**config.mk**
```make
export PLATFORM = sky130hd
export DESIGN_NAME = pwm_regs
export DESIGN_NICKNAME = d
export VERILOG_FILES = /design/src/soc_pkg.sv /design/src/pwm_regs.sv
export SDC_FILE = /design/constraint.sdc
export NUM_CORES = 1
export LEC_CHECK = 0
export BUFFER_PORTS_ARGS = -buffer_cell sky130_fd_sc_hd__buf_2
export CORE_MARGIN = 8
export CORE_UTILIZATION = 30
export DETAILED_ROUTE_END_ITERATION = 16
export GPL_ROUTABILITY_DRIVEN = 0
export GPL_TIMING_DRIVEN = 0
export PLACE_DENSITY = 0.58
export REMOVE_ABC_BUFFERS = 1
export SYNTH_ARGS = -nofsm -noshare
export SYNTH_HDL_FRONTEND = slang
export SYNTH_SLANG_ARGS = --single-unit
```
**constraint.sdc**
```tcl
create_clock -name clk_sys_i -period 2.3 [get_ports clk_sys_i]
set_clock_uncertainty 0.2 [all_clocks]
set_input_delay 0.69 -clock clk_sys_i [delete_from_list [all_inputs] [get_ports clk_sys_i]]
set_output_delay 0.69 -clock clk_sys_i [all_outputs]
set_load 0.01 [all_outputs]
```
**src/soc_pkg.sv**
```systemverilog
// ~~~~~~~~~~~~~~~~~~~~
// SoC package
// Address map, bus types, widths and device indices
// shared by the interconnect and the devices
// ~~~~~~~~~~~~~~~~~~~~

package soc_pkg;

  // Bus widths
  typedef logic [31:0] bus_addr_t;
  typedef logic [31:0] bus_data_t;
  typedef logic [3:0]  bus_strb_t;

  typedef struct packed {
    logic      valid;  // Request strobe
    logic      we;
    bus_addr_t addr;
    bus_strb_t be;
    bus_data_t wdata;
  } bus_req_t;

  typedef struct packed {
    logic      valid;  // One-cycle response pulse
    logic      err;
    bus_data_t rdata;
  } bus_rsp_t;

  // Devices behind the interconnect
  localparam int NrDevices = 3;
  localparam int DevRam    = 0;
  localparam int DevTimer  = 1;
  localparam int DevPwm    = 2;

  typedef logic [$clog2(NrDevices)-1:0] dev_idx_t;

  // Address regions, masks follow from the sizes
  localparam bus_addr_t MemSize    = 32'd4096;
  localparam bus_addr_t MemStart   = 32'h0010_0000;
  localparam bus_addr_t MemMask    = ~(MemSize - 1);
  localparam bus_addr_t TimerSize  = 32'd4096;
  localparam bus_addr_t TimerStart = 32'h8000_2000;
  localparam bus_addr_t TimerMask  = ~(TimerSize - 1);
  localparam bus_addr_t PwmSize    = 32'd4096;
  localparam bus_addr_t PwmStart   = 32'h8000_3000;
  localparam bus_addr_t PwmMask    = ~(PwmSize - 1);

  localparam int MemWords = int'(MemSize / 4);

  // Decode table, indexed by device
  localparam bus_addr_t [NrDevices-1:0] DevBase = {PwmStart, TimerStart, MemStart};
  localparam bus_addr_t [NrDevices-1:0] DevMask = {PwmMask, TimerMask, MemMask};

  // Timer
  typedef logic [63:0] timer_val_t;
  localparam bus_addr_t TimerMtimeLo = 32'h0;
  localparam bus_addr_t TimerMtimeHi = 32'h4;
  localparam bus_addr_t TimerCmpLo   = 32'h8;
  localparam bus_addr_t TimerCmpHi   = 32'hC;

  // PWM, duty n sits at 4 * (n + 1)
  localparam int        PwmWidth     = 12;
  localparam int        PwmCtrSize   = 8;
  localparam bus_addr_t PwmPeriodOff = 32'h0;

  typedef logic [PwmCtrSize-1:0] pwm_cnt_t;
  typedef logic [PwmWidth-1:0]   pwm_out_t;

  // Merge the enabled bytes of a write into the old word
  function automatic bus_data_t apply_be(bus_data_t old_val, bus_data_t new_val, bus_strb_t be);
    bus_data_t res;
    res = old_val;
    for (int b = 0; b < 4; b++) begin
      if (be[b]) res[b*8 +: 8] = new_val[b*8 +: 8];
    end
    return res;
  endfunction

endpackage

```
**src/pwm_regs.sv**
```systemverilog
// ~~~~~~~~~~~~~~~~~~~~
// PWM register block
// Period and per-channel duty registers on the bus
// ~~~~~~~~~~~~~~~~~~~~

`timescale 1ns/1ps

module pwm_regs import soc_pkg::*; (
  input  logic                      clk_sys_i,
  input  logic                      rst_sys_ni,

  input  bus_req_t                  req_i,
  output bus_rsp_t                  rsp_o,

  output pwm_cnt_t                  period_o,
  output pwm_cnt_t [PwmWidth-1:0]   duty_o
);

  pwm_cnt_t                period_q;
  pwm_cnt_t [PwmWidth-1:0] duty_q;
  bus_addr_t               offset;
  logic                    wr;
  logic                    valid_q;
  bus_data_t               rdata_d;
  bus_data_t               rdata_q;

  assign offset = req_i.addr & ~PwmMask;
  assign wr     = req_i.valid & req_i.we & req_i.be[0];  // Only the low byte is stored

  always_ff @(posedge clk_sys_i or negedge rst_sys_ni) begin
    if (!rst_sys_ni) begin
      period_q <= '0;
      duty_q   <= '0;
    end else if (wr) begin
      if (offset == PwmPeriodOff) period_q <= req_i.wdata[PwmCtrSize-1:0];
      for (int n = 0; n < PwmWidth; n++) begin
        if (offset == PwmPeriodOff + bus_addr_t'(4 * (n + 1))) begin
          duty_q[n] <= req_i.wdata[PwmCtrSize-1:0];
        end
      end
    end
  end

  // Readback, unused offsets give zero
  always_comb begin
    rdata_d = '0;
    if (offset == PwmPeriodOff) rdata_d = bus_data_t'(period_q);
    for (int n = 0; n < PwmWidth; n++) begin
      if (offset == PwmPeriodOff + bus_addr_t'(4 * (n + 1))) rdata_d = bus_data_t'(duty_q[n]);
    end
  end

  always_ff @(posedge clk_sys_i) begin
    if (req_i.valid) begin
      rdata_q <= req_i.we ? '0 : rdata_d;
    end
  end

  always_ff @(posedge clk_sys_i or negedge rst_sys_ni) begin
    if (!rst_sys_ni) begin
      valid_q <= 1'b0;
    end else begin
      valid_q <= req_i.valid;
    end
  end

  assign rsp_o    = '{valid: valid_q, err: 1'b0, rdata: rdata_q};
  assign period_o = period_q;
  assign duty_o   = duty_q;

endmodule

```
* Word-level counts from Yosys, hierarchy flattened *
Cells that the tools add are included.

word-level totals
  flip-flop bits (word level) = 137
  logic and storage cells = 58

cells by class
  equality and inequality tests = 12
  muxes and demuxes = 13
  bitwise operators = 2
  reduce and logical (&&, ||, !) cells = 15

operators with widths
  operator                                              count
  two-way mux 8 bit                                     13
  equality test 12 x 6 -> 1 bit, second input constant  5
  equality test 12 x 5 -> 1 bit, second input constant  4
  logical NOT 32 bit                                    1
  AND reduction 2 bit                                   13
  equality test 12 x 4 -> 1 bit, second input constant  2
  OR reduction 13 bit                                   1
  equality test 12 x 3 -> 1 bit, second input constant  1
  bitwise AND 1 bit                                     2

* Longest topological paths before layout *
Gate-level depths: netlist of the first run.

  word-level depth = 14
  mapped depth = 8
  mapped depth without buffers = 5

* Least setup slack after synthesis of the first run *
Ideal clock, no wire load.

  kind = in2reg
  from = in req_i[45] (netlist bit)
  to = reg duty_q (netlist bit duty_o[8])
  library setup time = 0.125 ns
  data arrival time = 2.199 ns
  path slack = -0.223 ns
  stages on the path = 6
  path buffers = 1
  cell sequence = nor4_4 nand3_1 or2_1 buf_2 nor2_2 mux2_2

between the ends
  longest elaborated chain between the ends = 2

RTL lines
  what                                  line            source
  start, declared                       pwm_regs.sv:12  input bus_req_t req_i,
  equality test 12 x 4 -> 1 bit         pwm_regs.sv:37  if (offset == PwmPeriodOff + bus_addr_t'(4 * (n + 1))) begin
  AND reduction 2 bit (no source line)  n/a
  end signal, assigned by index         pwm_regs.sv:38  duty_q[n] <= req_i.wdata[PwmCtrSize-1:0];
  end, declared                         pwm_regs.sv:20  pwm_cnt_t [PwmWidth-1:0] duty_q;

No other way between the ends.
A chain may end at the register's enable or synchronous reset.

* Worst setup path in the final report of the first run *
  from = in req_i[36] (netlist bit)
  to = reg duty_q (netlist bit duty_o[54])

between the ends
  longest elaborated chain between the ends = 2

RTL lines
  what                                  line
  equality test 12 x 5 -> 1 bit         pwm_regs.sv:37
  AND reduction 2 bit (no source line)  n/a

No other way between the ends.

==> results of run 1 <==
==> synth_stat cells (2+ instances only) <==
cell / count
sky130_fd_sc_hd__nor3_1: 4
sky130_fd_sc_hd__a22oi_1: 8
sky130_fd_sc_hd__nor2_2: 5
sky130_fd_sc_hd__mux4_2: 10
sky130_fd_sc_hd__o22ai_1: 3
sky130_fd_sc_hd__mux2i_1: 5
sky130_fd_sc_hd__and2_1: 2
sky130_fd_sc_hd__a311oi_1: 2
sky130_fd_sc_hd__a22o_1: 8
sky130_fd_sc_hd__nor3_4: 4
sky130_fd_sc_hd__buf_2: 7
sky130_fd_sc_hd__nand2b_1: 5
sky130_fd_sc_hd__o2111ai_1: 2
sky130_fd_sc_hd__edfxtp_1: 8
sky130_fd_sc_hd__nor2_1: 14
sky130_fd_sc_hd__nand3_1: 9
sky130_fd_sc_hd__dfrtp_1: 105
sky130_fd_sc_hd__o211ai_1: 3
sky130_fd_sc_hd__clkbuf_1: 12
sky130_fd_sc_hd__nor4b_4: 2
sky130_fd_sc_hd__o41ai_1: 3
sky130_fd_sc_hd__nor4_4: 2
sky130_fd_sc_hd__mux2_2: 106
sky130_fd_sc_hd__nor4_1: 2
sky130_fd_sc_hd__o21ai_0: 18
sky130_fd_sc_hd__nor2_4: 2
sky130_fd_sc_hd__nand2_1: 12
sky130_fd_sc_hd__buf_4: 27
sky130_fd_sc_hd__nor2b_1: 6
sky130_fd_sc_hd__a21oi_1: 5
sky130_fd_sc_hd__or4b_1: 2
==> path summary, 6_finish.rpt <==
kind | startpoint | end | slack, ns | depth (start not counted)
min | rst_sys_ni | valid_q$_DFF_PN0_ | 0.1 | 1
min reg2reg | duty_o[0]$_DFFE_PN0P_ | duty_o[0]$_DFFE_PN0P_ | 0.32 | 1
max reg2reg | duty_o[53]$_DFFE_PN0P_ | rdata_q[5]$_SDFFCE_PP0P_ | 0.29 | 5
max | req_i[36] | duty_o[54]$_DFFE_PN0P_ | -0.01 | 8
max in group asynchronous | rst_sys_ni | duty_o[50]$_DFFE_PN0P_ | 1.07 | 2
min in group clk_sys_i | duty_o[0]$_DFFE_PN0P_ | duty_o[0]$_DFFE_PN0P_ | 0.32 | 1
==> sequential cells by signal (all words and copies together) (netlist names) <==
name      flops
valid_q       1
period_o      8
duty_o       96
rdata_q       8
==> metal layers <==
metal	part of all wire, %	vias to the layer above	track usage [%]
li1	-	1835	-
met1	43	2132	19.0
met2	47	156	25.0
met3	7.8	30	6.21
met4	2.2	0	5.33
met5	0	-	0
==> kinds of logic after synthesis <==
kind of cell / after synthesis / share of synthesized area (%)
buf+inv: 48 / 5.22
other cells: 1 / 0.0672
mux: 122 / 26.5
flops: 113 / 51.4
compound gates: 57 / 7.02
simple gates: 79 / 9.78
==> critical path, delay by kind of cell <==
| kind | cells | cell delay (ns) |
|---|---|---|
| buffers and inverters | 3 | 0.46 |
| and+or+nand+nor | 4 | 0.90 |
| muxes | 1 | 0.34 |
==> per-stage QoR <==
step / worst slack (ns) / utilization, %
2_1_floorplan: -0.334 / -
3_3_place_gp: -1.17 / 34.4
3_5_place_dp: -1.22 / 34.6
4_1_cts: -0.246 / 39.1
5_1_grt: -0.0313 / 40.3
6_report: -0.0109 / 40.3
==> area by class of cell <==
cell class                      count  area, µm²  share of cell area, %
Clock buffer                       28        537                   7.22
Clock inverter                      4       70.1                  0.942
Multi-Input combinational cell    283       2650                   35.7
Sequential cell                   113       2870                   38.6
Tap cell                          234        293                   3.94
Timing Repair Buffer              159       1010                   13.6
==> power by group through the flow <==
stage	sequential (W)	clock [W]	combinational [W]
2_1_floorplan	0.00206	0	0.0000694
3_3_place_gp	0.00206	0	0.000224
3_5_place_dp	0.00206	0	0.000234
4_1_cts	0.00202	0.00272	0.000245
5_1_grt	0.00202	0.00280	0.000278
6_report	0.00203	0.00265	0.000254
==> what timing repair did <==
| action | 4_1_cts | 5_1_grt |
|---|---|---|
| setup buffers | 13 | 8 |
| pin swaps | 9 | 8 |
| setup endpoints to repair | 112 | 100 |
| resized for setup | 18 | 18 |
==> impl_results.md, run 1 <==
* Fin. max-slew vios at 0
* Filler cell count in the final layout at 1738
* Commonest non-fill, non-tap cell in the layout: sky130_fd_sc_hd__buf_2
* Initial Util at 30.2%
* Maximum number of pins on one net before global-route repair at 61
* Root buf cell: sky130_fd_sc_hd__clkbuf_16
* Max-cap violation count at 0
* Die W at 152 µm
* Placed standard-cell area at 6390 µm²
* Rows at 50
* Clock network fraction of design power at 53.8%
* Number of cells in the design after placement at 768
* Post-route setup TNS at -0.0160 ns
* Antenna violations before repair at 0
* Peak supply drop at 432 µV
* Power per cell area at 664 nW/µm²
* Total global-route track usage at 15.7%
* Stage delay of the slowest cell on the critical path at 0.34 ns
* Max stage delay cell, worst path: sky130_fd_sc_hd__mux2_2
* H-Tree Depth at 4
* Signed area change from the synthesized netlist to the final layout at 33.2%
* Worst hold-check slack at 0.0995 ns
* Count of hold-fix buffers inserted at cts at 0
* Overall die area at 23200 µm²
* Final number of hold-violating endpoints at 0
* Non-Filler Cell Area, Final at 7430 µm²
* Area of the core at 18500 µm²
* Failing checks: setup timing
* Sequential fraction of the synthesis area at 51.4%
* Number of ports placed on the die boundary at 210
* Antenna diode instance count at 0
* Fraction of the cycle the final worst path needs at 100%
* Total wirelength of the detailed-routed design at 18100 µm
* Number of warnings issued by yosys at 0
* Number of nets in the finished design at 646
* Required time at the worst-slack endpoint at 2.39 ns
* First-pass GRT wire length at 27500 µm
* Logic pwr share at 5.2%
* Actual transition at the worst max-transition pin at 0.647 ns
* Post-detail-place hpwl at 13300 µm
* Antenna-violating nets left at 0
* Clk_lat worst skew at 0.41 ns
* Crit-path cells: buf_2 > nor4_4 > buf_4 > and2_4 > nand3_1 > nor2_4 > buf_12 > mux2_2
* Routed via count divided by cell count at 5.06
* Critical path launch point type: input port
* Post-synth EDFFs at 8
* Area leader, netlist: sky130_fd_sc_hd__dfrtp_1
* Average detailed-routed wire length per instance at 22.1 µm
* Gate Count Post-Synth at 420
* Main area contributors after synthesis: sky130_fd_sc_hd__dfrtp_1 47%, sky130_fd_sc_hd__mux2_2 21%, sky130_fd_sc_hd__edfxtp_1 4.3%, sky130_fd_sc_hd__mux4_2 4.0%, sky130_fd_sc_hd__buf_4 3.6%
* Num Clock Sinks at 113
* Type of the most critical hold path: input port to asynchronous set/reset pin
* Share of flip-flops with an asynchronous set or reset at 92.9%
* Static power due to leakage at 3.75 nW
* Switching component of the power at 0.00106 W
* Flip-flop and latch count after synthesis at 113
* Max_slew headroom at 56.9%
* Initial DRC Count at 272
* Router iterations before antenna repair at 4
* Final WS setup at -0.0109 ns
* Clock buffer count from CTS at 17
* Mean area per synthesized cell at 13.3 µm²
* Post-synth top area share at 47.1%
* Sum of overflow across all layers after global routing at 0
* Fin crit period at 2.31 ns
* Height of the chip at 152 µm
* Status: finished with violations
* Total vias in the final route at 4153
* Final-report setup violation count at 4
* Fraction of layout cells with a size suffix above 1 at 58.1%
* Clock tree from TritonCTS: done
* Number of distinct library cells after synthesis at 48
* Sequential cell fraction of total power at 41.0%
* Timing-limited maximum frequency at 0.433 GHz
* Element type at the critical path end: flip-flop
* DRC at 0
* Post-synth top flop: sky130_fd_sc_hd__dfrtp_1
* Commonest cells after routing, fill and taps aside: 134 x sky130_fd_sc_hd__buf_2, 106 x sky130_fd_sc_hd__mux2_2, 105 x sky130_fd_sc_hd__dfrtp_1
* Input/output buffers at 137
* Highest net fanout along the worst path at 13
* Internal power of the cells at 0.00388 W
* Post-synth design cell area at 5580 µm²
* Sw Share at 21.4%
* Vias in the first global route at 4396
* Final Total Pwr at 0.00493 W
* Critical Setup Path Class: input port to flip-flop
* Post-route insts no fill at 821
* Data arrival time at the worst-slack endpoint at 2.40 ns
* Bufs on Longest Clock Path at 2
* Clock slew at reported path FFs at 0.05 ns
Note: power is estimated with default switching activity, not from simulation.
==> inputs of run 2 (changes only) <==
- BUFFER_PORTS_ARGS: -buffer_cell sky130_fd_sc_hd__buf_2 -> unset
- DONT_BUFFER_PORTS: unset -> 1
- PLACE_DENSITY: 0.58 -> 0.49
==> run 2 against run 1 <==
The flow finishes with violations (hold timing); critical path depth is 2 lower; clock power decreased by 7.5%; setup slack gained 0.068 ns; routed wire length is 2.1% lower; worst hold slack got worse by 0.32 ns; sequential share of layout area grew 5.5 points; power is 7.3% lower; fmax increased by 3.0%; combinational power decreased by 65%; cell count fell by 18%; global-route usage is essentially flat; sequential cell count unchanged; critical path type unchanged; largest power group unchanged; highest routed layer unchanged.
==> impl_results.md, run 2 (synthesized netlist as in run 1, its figures left out) <==
* Status: finished with violations
* Failing checks: hold timing
* Number of flip-flops in the largest register at 96
* Clock tree from TritonCTS: done
* Antenna violations before repair at 0
* Clock buffer count from CTS at 17
* Antenna-violating nets left at 0
* Commonest non-fill, non-tap cell in the layout: sky130_fd_sc_hd__mux2_2
* Actual transition at the worst max-transition pin at 0.579 ns
* Routed via count divided by cell count at 5.26
* Rows at 50
* Die W at 152 µm
* Element type at the critical path end: flip-flop
* Overall die area at 23200 µm²
* Critical path launch point type: input port
* Most utilized layer in the global route result: met2
* Post-detail-place hpwl at 13000 µm
* Fraction of the cycle the final worst path needs at 97.5%
* Capturing point of the worst reg2reg path: rdata_q[5]$_SDFFCE_PP0P_
* Max stage delay cell, worst path: sky130_fd_sc_hd__nor4_4
* Critical path buffers and inverters at 1
* Sum of overflow across all layers after global routing at 0
* Data arrival time at the worst-slack endpoint at 2.34 ns
* Height of the chip at 152 µm
* Average detailed-routed wire length per instance at 26.2 µm
* Num Clock Sinks at 113
* Total vias in the final route at 3553
* Placed standard-cell area at 5670 µm²
* Final Total Pwr at 0.00458 W
* Root buf cell: sky130_fd_sc_hd__clkbuf_16
* Fin crit period at 2.24 ns
* Non-Filler Cell Area, Final at 6510 µm²
* Filler cell count in the final layout at 1804
* Final number of hold-violating endpoints at 105
* Fraction of layout cells with a size suffix above 1 at 42.8%
* Area of the core at 18500 µm²
* Vias in the first global route at 3788
* Max-cap violation count at 0
* DRC at 0
* Initial Util at 30.2%
* Clock slew at reported path FFs at 0.05 ns
* Timing-limited maximum frequency at 0.446 GHz
* Critical Setup Path Class: input port to flip-flop
* Initial DRC Count at 184
* Total wirelength of the detailed-routed design at 17700 µm
* Final-report setup violation count at 0
* RR Startpoint: duty_o[21]$_DFFE_PN0P_
* Dominant delay contributor by cell family on the critical path: simple AND/OR/NAND/NOR gates
* H-Tree Depth at 4
* Type of the most critical hold path: input port to asynchronous set/reset pin
* Slack of the worst reg-to-reg path at 0.22 ns
* Max_slew headroom at 61.4%
* Static power due to leakage at 2.92 nW
* Peak supply drop at 511 µV
* Global routing usage on met2 at 24.3%
* RSZ-0062 raised after global routing: true
* Highest net fanout along the worst path at 8
* Setup slack after placement at -0.907 ns
* Total global-route track usage at 15.6%
* Number of nets in the finished design at 501
* First-pass GRT wire length at 26600 µm
* Final WS setup at 0.0572 ns
* Signed area change from the synthesized netlist to the final layout at 16.6%
* Commonest cells after routing, fill and taps aside: 106 x sky130_fd_sc_hd__mux2_2, 105 x sky130_fd_sc_hd__dfrtp_1, 25 x sky130_fd_sc_hd__conb_1
* Crit-path cells: nor4_4 > nand3_1 > or2_4 > nor2_4 > buf_12 > mux2_2
* Power per cell area at 703 nW/µm²
* Fin. max-slew vios at 0
* Bufs on Longest Clock Path at 2
* Required time at the worst-slack endpoint at 2.39 ns
* Clk_lat worst skew at 0.41 ns
* Input/output buffers at 0
* Worst hold-check slack at -0.224 ns
* Reg2reg path depth at 5
* Met3 layer usage reported by global route at 8.85%
* Stage delay of the slowest cell on the critical path at 0.40 ns
* Maximum number of pins on one net before global-route repair at 106
* Antenna diode instance count at 0
* Met1 routing resource usage after global routing at 17.9%
* Number of ports placed on the die boundary at 210
* Post-route setup TNS at 0 ns
* Router iterations before antenna repair at 4
run 2: final cells by class:
type,count,area [µm²],share of cell area (%)
well taps,234,293,4.50
repair buffers,14,205,3.15
flip-flops and latches,113,2870,44.1
multi-input cells,283,2580,39.7
clock inverters,11,87.6,1.35
clock buffers,21,470,7.23
run 2: worst max path at each step:
stage,start,to,depth (start not counted)
after floorplan,req_i[32],duty_o[10]$_DFFE_PN0P_,4
after global placement,req_i[32],duty_o[13]$_DFFE_PN0P_,4
after detailed placement,req_i[32],duty_o[16]$_DFFE_PN0P_,4
after CTS,req_i[45],duty_o[36]$_DFFE_PN0P_,6
after global routing,req_i[36],duty_o[16]$_DFFE_PN0P_,6
final,req_i[36],duty_o[9]$_DFFE_PN0P_,6
run 2: where the power goes:
group           total, W  internal [W]  switching [W]  leakage, nW
registers        0.00203       0.00202      0.0000111         1.54
clock network    0.00245       0.00155       0.000901        0.274
logic          0.0000901     0.0000300      0.0000601         1.10
run 2: per-layer routing:
layer  share of wire (%)  vias up
li1                    -     1542
met1                  39     1847
met2                  47      147
met3                  13       17
met4                 1.6        0
met5                   0        -
run 2: repair_timing:
item / 4_1_cts / 5_1_grt
hold endpoints to repair: 105 / 105
setup buffers: 10 / 4
gates resized for setup: 10 / 7
setup endpoints to repair: 100 / 67
pin swaps: 8 / 3
run 2: worst register-to-register path, stage by stage, from the launching register on:
cell and delay (ns):
sky130_fd_sc_hd__dfrtp_1 0.43, sky130_fd_sc_hd__mux4_2 0.50, sky130_fd_sc_hd__mux2i_1 0.30, sky130_fd_sc_hd__o32ai_1 0.13, sky130_fd_sc_hd__o21ai_0 0.11, sky130_fd_sc_hd__a31oi_1 0.14
run 2: stage by stage:
stage,instances,utilization (%)
2_1_floorplan,396,-
3_3_place_gp,630,30.7
3_5_place_dp,630,30.7
4_1_cts,672,34.9
5_1_grt,676,35.3
6_report,676,35.3
==> inputs of run 3 (changes only) <==
- clock period: 2.3 -> 2.53 ns (I/O delays scaled with it)
==> run 3 against run 2 <==
The run still ends with hold timing left; via count down 1.7%; global-route usage decreased by 0.11 points; register-to-register slack better by 0.23 ns; die area stayed put; cell area shrank 3.2%; cell count is 1.6% lower; setup slack improved by 0.0016 ns.
==> impl_results.md, run 3 (synthesized netlist as in run 1, its figures left out) <==
* Post-route insts no fill at 665
* Number of flip-flops in the largest register at 96
* Num Clock Sinks at 113
* Fraction of the cycle the final worst path needs at 97.7%
* Final number of hold-violating endpoints at 105
* Initial Util at 30.2%
* Actual transition at the worst max-transition pin at 0.791 ns
* Highest net fanout along the worst path at 10
* Maximum number of pins on one net before global-route repair at 106
* Commonest non-fill, non-tap cell in the layout: sky130_fd_sc_hd__mux2_2
* Height of the chip at 152 µm
* Max-cap violation count at 0
* Fin crit period at 2.47 ns
* Peak supply drop at 447 µV
* Clock tree from TritonCTS: done
* Clk_lat worst skew at 0.41 ns
* First-pass GRT wire length at 26300 µm
* Final WS setup at 0.0588 ns
* Die W at 152 µm
* Antenna-violating nets left at 0
* Setup slack after placement at -0.746 ns
* Clock buffer count from CTS at 17
* Data arrival time at the worst-slack endpoint at 2.47 ns
* Total global-route track usage at 15.5%
* Signed area change from the synthesized netlist to the final layout at 12.9%
* H-Tree Depth at 4
* Commonest cells after routing, fill and taps aside: 106 x sky130_fd_sc_hd__mux2_2, 105 x sky130_fd_sc_hd__dfrtp_1, 25 x sky130_fd_sc_hd__conb_1
* Rows at 50
* Critical path launch point type: input port
* Post-detail-place hpwl at 13000 µm
* Worst hold-check slack at -0.154 ns
* Element type at the critical path end: flip-flop
* Failing checks: hold timing
* Total vias in the final route at 3491
* Sum of overflow across all layers after global routing at 0
* Final core area utilization at 34.1%
* DRC at 0
* Fraction of layout cells with a size suffix above 1 at 40.1%
* Root buf cell: sky130_fd_sc_hd__clkbuf_16
* Status: finished with violations
* Number of cells in the design after placement at 630
* Vias in the first global route at 3684
* Final-report setup violation count at 0
* Total wirelength of the detailed-routed design at 17600 µm
* Bufs on Longest Clock Path at 2
* Required time at the worst-slack endpoint at 2.53 ns
* Max_slew headroom at 47.0%
* Type of the most critical hold path: input port to asynchronous set/reset pin
* Post-route setup TNS at 0 ns
* Clock slew at reported path FFs at 0.05 ns
* Area of the core at 18500 µm²
* Critical Setup Path Class: input port to flip-flop
* Antenna violations before repair at 0
* Antenna diode instance count at 0
* Overall die area at 23200 µm²
* RSZ-0062 raised after global routing: true
* Power per cell area at 660 nW/µm²
* Average detailed-routed wire length per instance at 26.5 µm
* Fin. max-slew vios at 0
* Router iterations before antenna repair at 4
* Number of nets in the finished design at 490
* Input/output buffers at 0
* Static power due to leakage at 2.83 nW
* Number of ports placed on the die boundary at 210
* Routed via count divided by cell count at 5.25
* Timing-limited maximum frequency at 0.405 GHz
* Initial DRC Count at 180
run 3: path summary, 6_finish.rpt:
| path | from | end | slack, ns | depth (start not counted) |
|---|---|---|---|---|
| max | req_i[45] | rdata_q[2]$_SDFFCE_PP0P_ | 0.06 | 5 |
| min | rst_sys_ni | duty_o[71]$_DFFE_PN0P_ | -0.15 | 0 |
| max reg2reg | duty_o[53]$_DFFE_PN0P_ | rdata_q[5]$_SDFFCE_PP0P_ | 0.45 | 5 |
| min reg2reg | duty_o[0]$_DFFE_PN0P_ | duty_o[0]$_DFFE_PN0P_ | 0.38 | 1 |
| max in group asynchronous | rst_sys_ni | period_o[5]$_DFFE_PN0P_ | 2.12 | 0 |
| min in group clk_sys_i | req_i[69] | valid_q$_DFF_PN0_ | 0.18 | 0 |
run 3: cell type report:
cell class | count | area (µm²)
fill | 1826 | 12200
sequential | 113 | 2870
timing repair buffer | 3 | 35.0
clock inverter | 11 | 87.6
tap | 234 | 293
clock buffer | 21 | 470
multi-input combinational | 283 | 2550
run 3: repair_timing:
| item | in CTS | in global routing |
|---|---|---|
| buffers inserted | 0 | 3 |
| resized for setup | 5 | 3 |
| endpoints found under the hold margin | 105 | 105 |
| setup endpoints to repair | 80 | 50 |
| pin swaps | 1 | 4 |
run 3: critical path: stages:
cell and delay (ns):
sky130_fd_sc_hd__nor4_4 0.36, sky130_fd_sc_hd__nand2_1 0.38, sky130_fd_sc_hd__nor3_1 0.45, sky130_fd_sc_hd__a22oi_1 0.16
sky130_fd_sc_hd__a311oi_1 0.36
run 3: per-stage QoR:
stage	cell area, µm²	power, W
4_1_cts	6250	0.00421
3_3_place_gp	5670	0.00195
6_report	6300	0.00416
5_1_grt	6300	0.00432
2_1_floorplan	5380	0.00194
3_5_place_dp	5670	0.00195
run 3: where the power goes:
| group | switching (W) | internal (W) | total (W) |
|---|---|---|---|
| clock | 0.000819 | 0.00141 | 0.00223 |
| sequential | 0.0000101 | 0.00184 | 0.00185 |
| combinational | 0.0000520 | 0.0000257 | 0.0000776 |
| total | 0.000881 | 0.00327 | 0.00416 |
run 3: per-layer routing:
layer | up-vias | part of all wire [%] | global-route usage, %
met4 | 0 | 1.5 | 4.95
met1 | 1819 | 40 | 17.8
li1 | 1521 | - | -
met3 | 15 | 12 | 8.68
met2 | 136 | 47 | 24.2
met5 | - | 0 | 0
